### config.mk
export PLATFORM = sky130hd
export DESIGN_NAME = dualSoqpskMod
export DESIGN_NICKNAME = d
export VERILOG_FILES = /design/src/hdl/soqpskPkg.sv /design/src/hdl/soqpskTernaryEncoder.sv /design/src/hdl/soqpskShapingFir.sv /design/src/hdl/soqpskChannel.sv /design/src/hdl/deviationCombiner.sv /design/src/hdl/dualSoqpskMod.sv
export SDC_FILE = /design/constraint.sdc
export NUM_CORES = 1
export LEC_CHECK = 0
export BUFFER_PORTS_ARGS = -buffer_cell sky130_fd_sc_hd__buf_2
export CAP_MARGIN = 20
export CORE_ASPECT_RATIO = 0.7
export CORE_MARGIN = 2
export CORE_UTILIZATION = 56
export CTS_BUF_LIST = sky130_fd_sc_hd__clkbuf_8
export DETAILED_ROUTE_END_ITERATION = 8
export HOLD_SLACK_MARGIN = 0.08
export PLACE_DENSITY_LB_ADDON = 0.2
export SYNTH_ARGS = -nofsm -noshare
export SYNTH_HDL_FRONTEND = slang
export SYNTH_SLANG_ARGS = --single-unit
### constraint.sdc
create_clock -name clk -period 7.3 [get_ports clk]
set_input_delay 1.46 -clock clk [delete_from_list [all_inputs] [get_ports clk]]
set_output_delay 1.46 -clock clk [all_outputs]
set_load 0.01 [all_outputs]
### src/hdl/soqpskPkg.sv
package soqpskPkg;

    // datapath widths
    localparam int DEV_WIDTH      = 18;
    localparam int FIR_WIDTH      = 18;
    localparam int FREQ_WIDTH     = 3;
    localparam int COEF_WIDTH     = 12;
    localparam int NUM_TAPS       = 16;
    localparam int DEV_GAIN_SHIFT = 5;

    // +1/2 deviation in quarter steps
    localparam logic signed [FREQ_WIDTH-1:0] FREQ_HALF = 3'sd2;

    // saturation limits of a deviation sample
    localparam logic signed [DEV_WIDTH-1:0] DEV_MAX = {1'b0, {(DEV_WIDTH-1){1'b1}}};
    localparam logic signed [DEV_WIDTH-1:0] DEV_MIN = {1'b1, {(DEV_WIDTH-1){1'b0}}};

    // symmetric shaping taps
    localparam logic [NUM_TAPS-1:0][COEF_WIDTH-1:0] FIR_COEFS = '{
        -12'sd6,   -12'sd20,  -12'sd15,  12'sd30,
        12'sd125,  12'sd300,  12'sd525,  12'sd700,
        12'sd700,  12'sd525,  12'sd300,  12'sd125,
        12'sd30,   -12'sd15,  -12'sd20,  -12'sd6
    };

    // 2'b10 is never produced
    typedef enum logic [1:0] {
        SYM_ZERO = 2'b00,
        SYM_POS  = 2'b01,
        SYM_NEG  = 2'b11
    } ternSym_t;

    typedef struct packed {
        logic signed [FIR_WIDTH-1:0] sample;
        logic                        valid;
    } chanOut_t;

    typedef struct packed {
        logic signed [DEV_WIDTH-1:0] dev0;
        logic signed [DEV_WIDTH-1:0] dev1;
    } devPair_t;

endpackage

### src/hdl/soqpskTernaryEncoder.sv
`timescale 1ns/100ps

module soqpskTernaryEncoder (
    input  logic                clk,
    input  logic                reset,
    input  logic                clkEn,
    input  logic                bitEn,
    input  logic                dataBit,
    input  logic                dataValid,
    output soqpskPkg::ternSym_t symbol,
    output logic                symbolValid
);
    import soqpskPkg::*;

    // bit history where 1 stands for +1
    logic     prevBit1;
    logic     prevBit2;
    // index of the incoming bit is odd
    logic     bitOdd;
    logic     symNegative;
    ternSym_t nextSymbol;

    always_comb begin
        // sign of (-1)^(k+1) * b[k-1] * b[k]
        symNegative = ~(bitOdd ^ prevBit1 ^ dataBit);
        if (dataBit == prevBit2) begin
            nextSymbol = SYM_ZERO;
        end
        else if (symNegative) begin
            nextSymbol = SYM_NEG;
        end
        else begin
            nextSymbol = SYM_POS;
        end
    end

    always_ff @(posedge clk) begin
        if (reset) begin
            prevBit1    <= 1'b1;
            prevBit2    <= 1'b1;
            bitOdd      <= 1'b0;
            symbol      <= SYM_ZERO;
            symbolValid <= 1'b0;
        end
        else if (clkEn) begin
            if (!dataValid) begin
                // restart the stream at bit 0
                prevBit1    <= 1'b1;
                prevBit2    <= 1'b1;
                bitOdd      <= 1'b0;
                symbol      <= SYM_ZERO;
                symbolValid <= 1'b0;
            end
            else if (bitEn) begin
                symbol      <= nextSymbol;
                symbolValid <= 1'b1;
                prevBit2    <= prevBit1;
                prevBit1    <= dataBit;
                bitOdd      <= ~bitOdd;
            end
        end
    end

    // illegal code never reaches the mapper
    assert property (@(posedge clk) disable iff (reset)
        symbol != 2'b10);

endmodule

### src/hdl/soqpskShapingFir.sv
`timescale 1ns/100ps

module soqpskShapingFir (
    input  logic                                   clk,
    input  logic                                   reset,
    input  logic                                   clkEn,
    input  logic                                   sampleEn,
    input  logic                                   clear,
    input  logic signed [soqpskPkg::FREQ_WIDTH-1:0] sampleIn,
    output soqpskPkg::chanOut_t                    filtOut
);
    import soqpskPkg::*;

    localparam int HALF_TAPS  = NUM_TAPS / 2;
    localparam int PRE_WIDTH  = FREQ_WIDTH + 1;
    localparam int PROD_WIDTH = PRE_WIDTH + COEF_WIDTH;

    // stored history behind the incoming sample at tap 0
    logic signed [FREQ_WIDTH-1:0] delayLine [NUM_TAPS-1];
    logic signed [FREQ_WIDTH-1:0] nextTaps  [NUM_TAPS];
    logic signed [PRE_WIDTH-1:0]  preSum    [HALF_TAPS];
    logic signed [PROD_WIDTH-1:0] product   [HALF_TAPS];
    logic signed [FIR_WIDTH-1:0]  accSum;

    always_comb begin
        nextTaps[0] = sampleIn;
        for (int i = 1; i < NUM_TAPS; i++) begin
            nextTaps[i] = delayLine[i-1];
        end
    end

    // symmetric taps share one multiplier
    always_comb begin
        for (int i = 0; i < HALF_TAPS; i++) begin
            preSum[i]  = nextTaps[i] + nextTaps[NUM_TAPS-1-i];
            product[i] = preSum[i] * $signed(FIR_COEFS[i]);
        end
    end

    always_comb begin
        accSum = '0;
        for (int i = 0; i < HALF_TAPS; i++) begin
            accSum = accSum + product[i];
        end
    end

    always_ff @(posedge clk) begin
        if (reset) begin
            delayLine <= '{default: '0};
        end
        else if (clkEn) begin
            if (clear) begin
                delayLine <= '{default: '0};
            end
            else if (sampleEn) begin
                for (int i = 0; i < NUM_TAPS-1; i++) begin
                    delayLine[i] <= nextTaps[i];
                end
            end
        end
    end

    // sum registers together with its valid on the shift edge
    always_ff @(posedge clk) begin
        if (reset) begin
            filtOut <= '0;
        end
        else if (clkEn) begin
            filtOut.valid <= sampleEn;
            if (clear) begin
                filtOut.sample <= '0;
            end
            else if (sampleEn) begin
                filtOut.sample <= accSum;
            end
        end
    end

    // valid only ever rises behind an enabled shift
    assert property (@(posedge clk) disable iff (reset)
        $rose(filtOut.valid) |-> $past(clkEn && sampleEn));

endmodule

### src/hdl/soqpskChannel.sv
`timescale 1ns/100ps

module soqpskChannel (
    input  logic                clk,
    input  logic                reset,
    input  logic                clkEn,
    input  logic                posEdgeModClkEn,
    input  logic                modSampleEn,
    input  logic                modData,
    input  logic                modDataValid,
    output soqpskPkg::chanOut_t chanOut
);
    import soqpskPkg::*;

    ternSym_t                     symbol;
    logic                         symbolValid;
    logic signed [FREQ_WIDTH-1:0] freqValue;
    // mapper output is fresh and feeds the filter shift
    logic                         freqStrobe;

    soqpskTernaryEncoder u_enc (
        .clk         (clk),
        .reset       (reset),
        .clkEn       (clkEn),
        .bitEn       (posEdgeModClkEn),
        .dataBit     (modData),
        .dataValid   (modDataValid),
        .symbol      (symbol),
        .symbolValid (symbolValid)
    );

    // symbol to frequency held over two samples
    always_ff @(posedge clk) begin
        if (reset) begin
            freqValue  <= '0;
            freqStrobe <= 1'b0;
        end
        else if (clkEn) begin
            freqStrobe <= modSampleEn;
            if (!modDataValid) begin
                freqValue <= '0;
            end
            else if (modSampleEn) begin
                if (!symbolValid) begin
                    freqValue <= '0;
                end
                else begin
                    case (symbol)
                        SYM_POS: freqValue <= FREQ_HALF;
                        SYM_NEG: freqValue <= -FREQ_HALF;
                        default: freqValue <= '0;
                    endcase
                end
            end
        end
    end

    soqpskShapingFir u_fir (
        .clk      (clk),
        .reset    (reset),
        .clkEn    (clkEn),
        .sampleEn (freqStrobe),
        .clear    (!modDataValid),
        .sampleIn (freqValue),
        .filtOut  (chanOut)
    );

endmodule

### src/hdl/deviationCombiner.sv
`timescale 1ns/100ps

module deviationCombiner (
    input  logic                clk,
    input  logic                reset,
    input  logic                clkEn,
    input  logic                modDataValid,
    input  soqpskPkg::chanOut_t chan0,
    input  soqpskPkg::chanOut_t chan1,
    output soqpskPkg::devPair_t deviation,
    output logic                deviationClkEn
);
    import soqpskPkg::*;

    localparam int WIDE_WIDTH = FIR_WIDTH + DEV_GAIN_SHIFT;

    logic pairValid;

    // gain shift clipped to the deviation range
    function automatic logic signed [DEV_WIDTH-1:0] applyGain(
        input logic signed [FIR_WIDTH-1:0] sample
    );
        logic signed [WIDE_WIDTH-1:0] wide;
        wide = sample;
        wide = wide <<< DEV_GAIN_SHIFT;
        if (wide > DEV_MAX) begin
            return DEV_MAX;
        end
        else if (wide < DEV_MIN) begin
            return DEV_MIN;
        end
        return wide[DEV_WIDTH-1:0];
    endfunction

    assign pairValid = chan0.valid && chan1.valid;

    always_ff @(posedge clk) begin
        if (reset) begin
            deviation      <= '0;
            deviationClkEn <= 1'b0;
        end
        else if (clkEn) begin
            // strobe keeps running while data is absent
            deviationClkEn <= pairValid;
            if (!modDataValid) begin
                deviation <= '0;
            end
            else if (pairValid) begin
                deviation.dev0 <= applyGain(chan0.sample);
                deviation.dev1 <= applyGain(chan1.sample);
            end
        end
    end

    // both channels share strobes so their outputs stay in lockstep
    assert property (@(posedge clk) disable iff (reset)
        chan0.valid == chan1.valid);

endmodule

### src/hdl/dualSoqpskMod.sv
`timescale 1ns/100ps

module dualSoqpskMod (
    input  logic                clk,
    input  logic                reset,
    input  logic                clkEn,
    input  logic                posEdgeModClkEn,
    input  logic                modSampleEn,
    input  logic                modData0,
    input  logic                modData1,
    input  logic                modDataValid,
    output soqpskPkg::devPair_t deviation,
    output logic                deviationClkEn
);
    import soqpskPkg::*;

    chanOut_t chan0Out;
    chanOut_t chan1Out;

    soqpskChannel u_chan0 (
        .clk             (clk),
        .reset           (reset),
        .clkEn           (clkEn),
        .posEdgeModClkEn (posEdgeModClkEn),
        .modSampleEn     (modSampleEn),
        .modData         (modData0),
        .modDataValid    (modDataValid),
        .chanOut         (chan0Out)
    );

    soqpskChannel u_chan1 (
        .clk             (clk),
        .reset           (reset),
        .clkEn           (clkEn),
        .posEdgeModClkEn (posEdgeModClkEn),
        .modSampleEn     (modSampleEn),
        .modData         (modData1),
        .modDataValid    (modDataValid),
        .chanOut         (chan1Out)
    );

    // gain, saturation and the shared output strobe
    deviationCombiner u_comb (
        .clk            (clk),
        .reset          (reset),
        .clkEn          (clkEn),
        .modDataValid   (modDataValid),
        .chan0          (chan0Out),
        .chan1          (chan1Out),
        .deviation      (deviation),
        .deviationClkEn (deviationClkEn)
    );

endmodule

# Yosys cells after proc, flatten, opt, wreduce, memory -nomap -nowiden
# Cells that the tools add are included.
# totals
ff_bits	182
out_inout_bits	37
wordCells	176
# op_classes
add_sub_neg	30
multipliers	16
magnitude_cmp	4
eq_ne	10
mux	58
n_bitwise	6
reduce_logical	4
# ops
cell	n
$mux W18	10
$mux W45	4
$mux W36	2
$add A3 B3 Y4	16
$mul A4 B8 Y12 const B	4
$gt A23 B18 Y1 const B	2
$lt A23 B18 Y1 const B	2
$mul A4 B5 Y9 const B	4
$add A16 B15 Y17	2
$add A15 B15 Y16	2
$add A14 B14 Y15	2
$mul A4 B11 Y15 const B	2
$add A13 B12 Y14	2
$add A12 B10 Y13	2
$mul A4 B9 Y13 const B	2
$mux W1	26
$add A11 B9 Y12	2
$add A8 B10 Y11	2
$mux W3	6
$mul A4 B4 Y8 const B	2
$mux W2	8
$mul A4 B3 Y7 const B	2
$pmux W3 S2	2
$reduce_and A2 Y1	4
other kinds (7)	16

# Logic depth before layout (Yosys ltp)
# Gate-level depths: netlist of the first run.
# logic_depth
ltp_word	11
ltp_mapped	30
ltp_nobuf	30

# Modules after synthesis
# From an unflattened synthesis of the first run, not the netlist that was laid out.
# hier_totals
cells_unflattened	2057
hier_area_um2	19502.5
# modules_own_cells
mod	instances	cells_each	area_per_inst_um2
soqpskShapingFir at u_chan0.u_fir	1	914	8667.1
soqpskShapingFir at u_chan1.u_fir	1	902	8649.5
deviationCombiner	1	147	1270.0
soqpskTernaryEncoder	2	32	305.3
soqpskChannel	2	15	152.6

# Worst setup path before layout of the first run
# OpenSTA, ideal clock, no wires.
# synth_timing
path_type	reg-to-reg
from	reg u_chan1.u_fir.delayLine[22] (netlist name)
to	reg u_chan1.u_fir.filtOut[17] (netlist name)
t_arrival_ns	6.491
path_slack_ns	0.681
stages_incl_launch_ff	31
n_path_buf	0
synth_period_minus_slack_ns	6.619
path_cell_list	dfxtp_1 > ha_1 > fa_1 > inv_1 > ha_1 > inv_1 > ha_1 > ha_1 > a21oi_1 > nor2_1 > or2_2 > a31oi_1 > a21oi_1 > xor2_1 > fa_1 > ha_1 > ha_1 > inv_1 > fa_1 > inv_1 > fa_1 > inv_1 > fa_1 > inv_1 > ha_1 > a21oi_1 > o21ai_0 > a221oi_1 > o21ai_0 > xnor2_1 > o21ai_0
# synth_via
elab_chain_len	5
# synth_rtl
item	line	rtl
start: declaration	soqpskShapingFir.sv:19	logic signed [FREQ_WIDTH-1:0] delayLine [NUM_TAPS-1];
start signal: indexed assignment	soqpskShapingFir.sv:57	delayLine[i] <= nextTaps[i];
$add A3 B3 Y4	soqpskShapingFir.sv:35	preSum[i] = nextTaps[i] + nextTaps[NUM_TAPS-1-i];
$mul A4 B9 Y13	soqpskShapingFir.sv:36	product[i] = preSum[i] * $signed(FIR_COEFS[i]);
$add A16 B15 Y17	soqpskShapingFir.sv:43	accSum = accSum + product[i];
$mux W18	soqpskShapingFir.sv:73	else if (sampleEn) begin
$mux W18	soqpskShapingFir.sv:70	if (clear) begin
end: declaration	soqpskShapingFir.sv:10	output soqpskPkg::chanOut_t filtOut
# No other way between the ends. The select of a mux whose other input is x is not followed.
# A chain may end at the register's enable or synchronous reset.

# Worst setup path after layout of the first run
# Same ends and word-level chain as after synthesis.

==> flow_summary_export.csv, run 1 <==
group,metric,value,unit
setup_path,cpMostUsedCell,"ha_1",
cts,htreeDepth,4,
grt,overflow,0,
grt,grt_max_degree,79,
power,powerDensity,95.4,nW/um2
detailed_routing,first_pass_iters,5,
setup_path,end_kind,"flip-flop",
sta,hold_viol_final,0,
floorplanning,coreArea,25700,um2
synth,ys_ff_latch,136,
cts,cts.sinks,136,
grt,grt_usage,25.1,%
layout,diodes,0,
min_path,holdCritPathClass,"flip-flop to flip-flop",
detailed_routing,route.met3.wl,1870,um
flow_run,drv_cap,0,
synth,syn_area,14700,um2
setup_path,critPathLaunchType,"flip-flop",
cts,postCtsHoldBufs,0,
synth,synth_top_area_share,26.9,%
detailed_routing,drc,0,
synth,yosysMostFrequentCell,"inv_1",
sta,finalSetupViolations,0,
floorplanning,io_pins,45,
layout,syn_to_final_growth,6.56,%
floorplanning,die-area,27600,um2
detailed_routing,routedWlPerCell,16.9,um
power,vdd_drop_max,0.000100,V
setup_path,cp.arrival,7.29,ns
layout,nets,2006,
detailed_routing,vias,10300,
synth,async_flop_share,0,%
setup_path,worst_path_max_delay_cell,"fa_1",
synth,yosys_warnings,0,
detailed_routing,wl_met1,17000,um
cts,clock_latency,0.45,ns
setup_path,cp.required,7.62,ns
setup_path,path_class,"flip-flop to flip-flop",
layout,finish.utilization,60.9,%
synth,seq_area_frac_synth,18.5,%
synth,yosys.area.top_type,"fa_1",
run_status,status,"finished clean",
grt,antenna_found_initial,0,
cts,cts_buffers,17,
synth,syn_area_per_cell,9.48,um2
synth,synth_ff_type,"dfxtp_1",
min_path,hold_depth,2,
detailed_routing,drtAntennaViolNets,0,
floorplanning,fp-row-count,49,
synth,yosys-top-cells-area,"fa_1 (27%), ha_1 (19%), dfxtp_1 (18%), inv_1 (9.1%), a22oi_1 (4.1%)",
detailed_routing,drt_iter0_drc,752,
sta,finalCritPeriodShare,95.5,%
sta,finalCriticalPeriod,6.97,ns
sta,rsz0062_at_grt,"true",
sta,max_freq,143,MHz
detailed_routing,postRouteWirelength,32300,um
sta,worst_clock_skew,0.0108,ns
cts,cts_tree,"done",
sta,slew_violations,0,
floorplanning,dieWidth,198,um
synth,syn_nets,1987,
detailed_routing,avgViaCountPerCell,5.39,
setup_path,reg2regPathDepth,30,
synth,synth_edf_count,0,
power,fin_total_pwr,1.50,mW
detailed_routing,top_layer,"met4",
setup_path,crit_fanout,5,
sta,max-slew-margin-rel,26.4,%
setup_path,cp_slowest_stage_delay,0.52,ns
floorplanning,chipHeight,140,um
grt,grt_pass1_wl,54000,um
cts,cts-root-buf,"clkbuf_8",
power,leakagePower,8.05,nW
grt,grt_pass1_vias,10300,
detailed_routing,dr_wl_met2,13300,um
cts,clkSlewWorstSetupHoldPaths,0.08,ns
layout,drive_gt1_share,6.69,%
placement,place_congestion,0.851,
placement,dp_hpwl,26400,um
synth,netlist_instances,1553,
floorplanning,start_util,57.2,%
sta,worst_pin_slew,1.10,ns
synth,synth.distinct_cells,53,
cts,cts_max_path_buffers,2,
synth,synthTopCellsByCount,"inv_1 (357), ha_1 (228), fa_1 (198), dfxtp_1 (136), nor2_1 (130)",
placement,portBuffers,44,
==> registers in the layout, summed over array words and instances, names as in the netlist <==
signal                     cells
u_chan1.u_fir.filtOut         17
u_chan1.u_fir.delayLine       30
u_comb.deviationClkEn          1
u_chan1.u_enc.prevBit2         1
u_chan1.freqValue              2
u_chan0.u_enc.symbolValid      1
u_comb.deviation              26
u_chan0.u_enc.prevBit2         1
u_chan0.freqValue              2
u_chan1.u_enc.prevBit1         1
u_chan0.u_fir.delayLine       30
u_chan0.u_fir.filtOut         16
u_chan0.u_enc.symbol           2
u_chan1.u_enc.bitOdd           1
u_chan0.u_enc.bitOdd           1
u_chan0.freqStrobe             1
u_chan0.u_enc.prevBit1         1
u_chan1.u_enc.symbol           2
==> layout by cell type (no fill, tap or decap), types with 3 or more instances in the layout <==
cell type,count
mux2i_1,7
a22oi_1,80
nor2_1,129
inv_6,3
a221oi_1,23
buf_4,10
nand4_1,5
o21ai_0,31
a21oi_1,39
nor2b_1,21
o211ai_1,3
fa_1,196
a31oi_1,5
inv_1,358
clkbuf_8,17
a21boi_0,4
dfxtp_1,136
o22ai_1,7
o21bai_1,5
buf_2,43
a21oi_2,3
a32oi_1,4
and3_1,4
nor3_1,3
ha_1,227
o221ai_1,3
o21a_1,3
xor2_1,21
nand3_1,9
or2_2,5
nand2_1,45
nand2b_1,12
bufinv_16,4
xnor2_1,58
a21o_1,18
==> layout make-up <==
type / count / area [um2]
well taps: 331 / 414
inverters: 357 / 1340
multi-input cells: 1007 / 10500
clock buffers: 17 / 234
repair buffers: 53 / 290
clock inverters: 14 / 199
flip-flops and latches: 136 / 2720
fillers: 2191 / 10100
==> path summary, 6_finish.rpt <==
check | start | end | slack [ns]
max reg2reg | u_chan1.u_fir.delayLine[22]$_SDFFE_PP0P_ | u_chan1.u_fir.filtOut[17]$_SDFFE_PP0P_ | 0.33
max | u_chan1.u_fir.delayLine[22]$_SDFFE_PP0P_ | u_chan1.u_fir.filtOut[17]$_SDFFE_PP0P_ | 0.33
min reg2reg | u_chan0.u_fir.filtOut[10]$_SDFFE_PP0P_ | u_chan0.u_fir.filtOut[10]$_SDFFE_PP0P_ | 0.46
min | u_chan0.u_fir.filtOut[10]$_SDFFE_PP0P_ | u_chan0.u_fir.filtOut[10]$_SDFFE_PP0P_ | 0.46
==> kinds of logic after synthesis <==
| kind of cell | count (synthesis) | synth area share (%) |
|---|---|---|
| adder cells (fa/ha/maj) | 426 | 46.3 |
| buffers and inverters | 410 | 10.8 |
| AND/OR/NAND/NOR | 247 | 7.49 |
| AO/OA/AOI/OAI | 245 | 11.5 |
| flip-flops | 136 | 18.5 |
| XOR/XNOR | 82 | 4.98 |
| multiplexers | 7 | 0.476 |
==> stage by stage <==
step,area [um2],TNS (ns),instances,hold slack [ns],worst slack [ns]
floorplan,14700,0,1553,0.425,0.681
global placement,15200,0,1882,0.438,0.346
detailed placement,15200,0,1883,0.451,0.133
CTS,15600,0,1914,0.473,0.108
global route,15700,-0.00409,1915,0.519,-0.00409
finish,15700,0,1915,0.464,0.325
==> timing repair <==
action                     CTS  global route
setup endpoints to repair    0            12
buffers inserted             0             1
gates resized for setup      0            10
==> critical path: cells and delay by family (launching register included) <==
family / cells / cell delay, ns
XOR/XNOR: 2 / 0.40
adder cells (fa/ha/maj): 12 / 4.15
AND/OR/NAND/NOR: 2 / 0.35
buffers and inverters: 6 / 0.35
flip-flops: 1 / 0.36
AO/OA/AOI/OAI: 8 / 1.23
==> routing by layer <==
metal,vias up,track usage (%)
met2,255,35.3
met3,17,3.42
met5,-,0
met4,0,3.05
li1,4945,-
met1,5108,41.5
==> report_power, final <==
| part | internal [mW] | switching, mW |
|---|---|---|
| Sequential | 0.743 | 0.00214 |
| Combinational | 0.0109 | 0.0400 |
| Clock | 0.375 | 0.327 |
| Total | 1.13 | 0.369 |
Note: power is estimated with default switching activity, not from simulation.
==> run 2: changes to the inputs <==
- clock period: 7.3 -> 7.25 ns (I/O delays scaled with it)
==> flow_summary_export.csv, run 2 (synthesis results as in run 1) <==
group,metric,value,unit
power,seq_power_share,49.6,%
layout,diodes,0,
placement,dp_hpwl,26700,um
layout,multi_input_area,10500,um2
placement,post-place-ws,0.0730,ns
grt,antenna_found_initial,0,
layout,final_common_cell,"inv_1",
flow_run,drv_cap,0,
setup_path,cp.arrival,7.18,ns
placement,portBuffers,44,
setup_path,reg2regPathDepth,27,
power,p_int,1.15,mW
power,switchingPower,368,uW
setup_path,cp.required,7.55,ns
layout,nets,2009,
cts,cts-root-buf,"clkbuf_8",
detailed_routing,drt_iter0_drc,754,
cts,cts_tree,"done",
sta,hold_viol_final,0,
sta,worst_clock_skew,0.0134,ns
sta,finalCritPeriodShare,94.9,%
detailed_routing,drc,0,
setup_path,end_kind,"flip-flop",
run_status,status,"finished clean",
layout,most-common-layout-cells,"inv_1 (357), ha_1 (225), fa_1 (196)",
cts,cts_buffers,17,
detailed_routing,avgViaCountPerCell,5.39,
floorplanning,fp-row-count,49,
layout,ff_latch_area,2720,um2
sta,finalSetupViolations,0,
sta,max-slew-margin-rel,24.7,%
cts,cts.sinks,136,
power,pwr-share-comb,3.4,%
setup_path,crit_fanout,4,
placement,place_congestion,0.843,
floorplanning,dieWidth,198,um
sta,max_freq,145,MHz
detailed_routing,vias,10400,
grt,grt_max_degree,79,
floorplanning,coreArea,25700,um2
layout,syn_to_final_growth,6.97,%
detailed_routing,first_pass_iters,5,
setup_path,critPathLaunchType,"flip-flop",
grt,grt_usage,25.0,%
power,vdd_drop_max,0.000102,V
grt,overflow,0,
sta,worst_pin_slew,1.13,ns
cts,clkSlewWorstSetupHoldPaths,0.08,ns
power,swShare,24.3,%
layout,nFillCells,2199,
cts,cts_max_path_buffers,2,
layout,reg_top3,"u_chan0.u_fir.delayLine x30, u_chan1.u_fir.delayLine x30, u_comb.deviation x26",
cts,htreeDepth,4,
sta,finalWorstSetupSlack,0.372,ns
floorplanning,die-area,27600,um2
sta,slew_violations,0,
detailed_routing,postRouteWirelength,32400,um
floorplanning,chipHeight,140,um
min_path,holdCritPathClass,"flip-flop to flip-flop",
cts,postCtsHoldBufs,0,
min_path,hold_depth,2,
sta,finalCriticalPeriod,6.88,ns
detailed_routing,routedWlPerCell,16.9,um
grt,grt_pass1_vias,10300,
layout,finish.utilization,61.2,%
cts,clock_latency,0.45,ns
layout,drive_gt1_share,7.24,%
sta,hold_slack,0.465,ns
power,p_clk_share,47.1,%
power,powerDensity,96.1,nW/um2
detailed_routing,drtAntennaViolNets,0,
setup_path,path_class,"flip-flop to flip-flop",
floorplanning,io_pins,45,
floorplanning,start_util,57.2,%
grt,grt_pass1_wl,53900,um
power,leakagePower,8.07,nW
## run 2: cell types whose count changed in the layout (fill, tap and decap cells not counted), sizes merged
cell / previous run / this run
buf: 53 / 56
clkinv: 3 / 5
clkbuf: 17 / 18
inv: 362 / 360
## run 2: final cells by class
class | count | area share [%]
inverter | 357 | 8.51
multi-input combinational | 1007 | 66.8
tap | 331 | 2.63
clock buffer | 18 | 1.57
sequential | 136 | 17.3
timing repair buffer | 56 | 1.99
clock inverter | 14 | 1.26
## run 2: metal layers
metal / track usage [%] / share of wire [%] / vias up / wire length (um)
met5: 0 / 0 / - / 0
met4: 3.96 / 0.81 / 0 / 261
met3: 4.17 / 5.9 / 15 / 1910
met2: 35.3 / 41 / 263 / 13300
met1: 40.5 / 52 / 5109 / 16900
li1: - / - / 4965 / -
## run 2: worst paths after layout
path | startpoint | slack, ns | end
worst max-delay path | u_chan1.freqValue[1]$_SDFFE_PP0P_ | 0.37 | u_chan1.u_fir.filtOut[12]$_SDFFE_PP0P_
worst min-delay path | u_chan0.u_fir.filtOut[10]$_SDFFE_PP0P_ | 0.47 | u_chan0.u_fir.filtOut[10]$_SDFFE_PP0P_
worst min register to register | u_chan0.u_fir.filtOut[10]$_SDFFE_PP0P_ | 0.47 | u_chan0.u_fir.filtOut[10]$_SDFFE_PP0P_
worst max register to register | u_chan1.freqValue[1]$_SDFFE_PP0P_ | 0.37 | u_chan1.u_fir.filtOut[12]$_SDFFE_PP0P_
## run 2: critical path, stage by stage (launching register included)
cell and delay (ns):
dfxtp_1 0.37, ha_1 0.20, inv_1 0.06, fa_1 0.43, ha_1 0.24, inv_1 0.07, fa_1 0.41, inv_1 0.07
ha_1 0.14, inv_1 0.04, fa_1 0.41, xor2_2 0.39, ha_1 0.30, inv_1 0.07, fa_1 0.41, inv_1 0.09
fa_1 0.43, fa_1 0.50, inv_1 0.06, fa_1 0.55, inv_1 0.05, ha_1 0.34, a21oi_1 0.19, o21ai_0 0.12
a21oi_1 0.32, o21ai_0 0.21, xnor2_1 0.17, o21ai_0 0.09
## run 2: repair_timing
| action | in CTS | in global routing |
|---|---|---|
| endpoints found under the setup margin | 0 | 13 |
| hold endpoints to repair | 0 | 0 |
| gates resized for setup | 0 | 16 |
| buffers inserted | 0 | 3 |
## run 2: power by group through the flow
stage                     clock (mW)  combinational [mW]  sequential [mW]
final                          0.713              0.0510            0.750
after global routing           0.759              0.0556            0.751
after CTS                      0.718              0.0502            0.750
after detailed placement           0              0.0500            0.768
after global placement             0              0.0494            0.768
after floorplan                    0              0.0365            0.767
## run 2: stage by stage
stage               total power [mW]  area, um2  setup TNS (ns)  std cells
finish                          1.51      15800               0       1919
global route                    1.57      15800         -0.0173       1919
CTS                             1.52      15700               0       1916
detailed placement             0.818      15200               0       1884
global placement               0.817      15200               0       1883
floorplan                      0.804      14700               0       1553
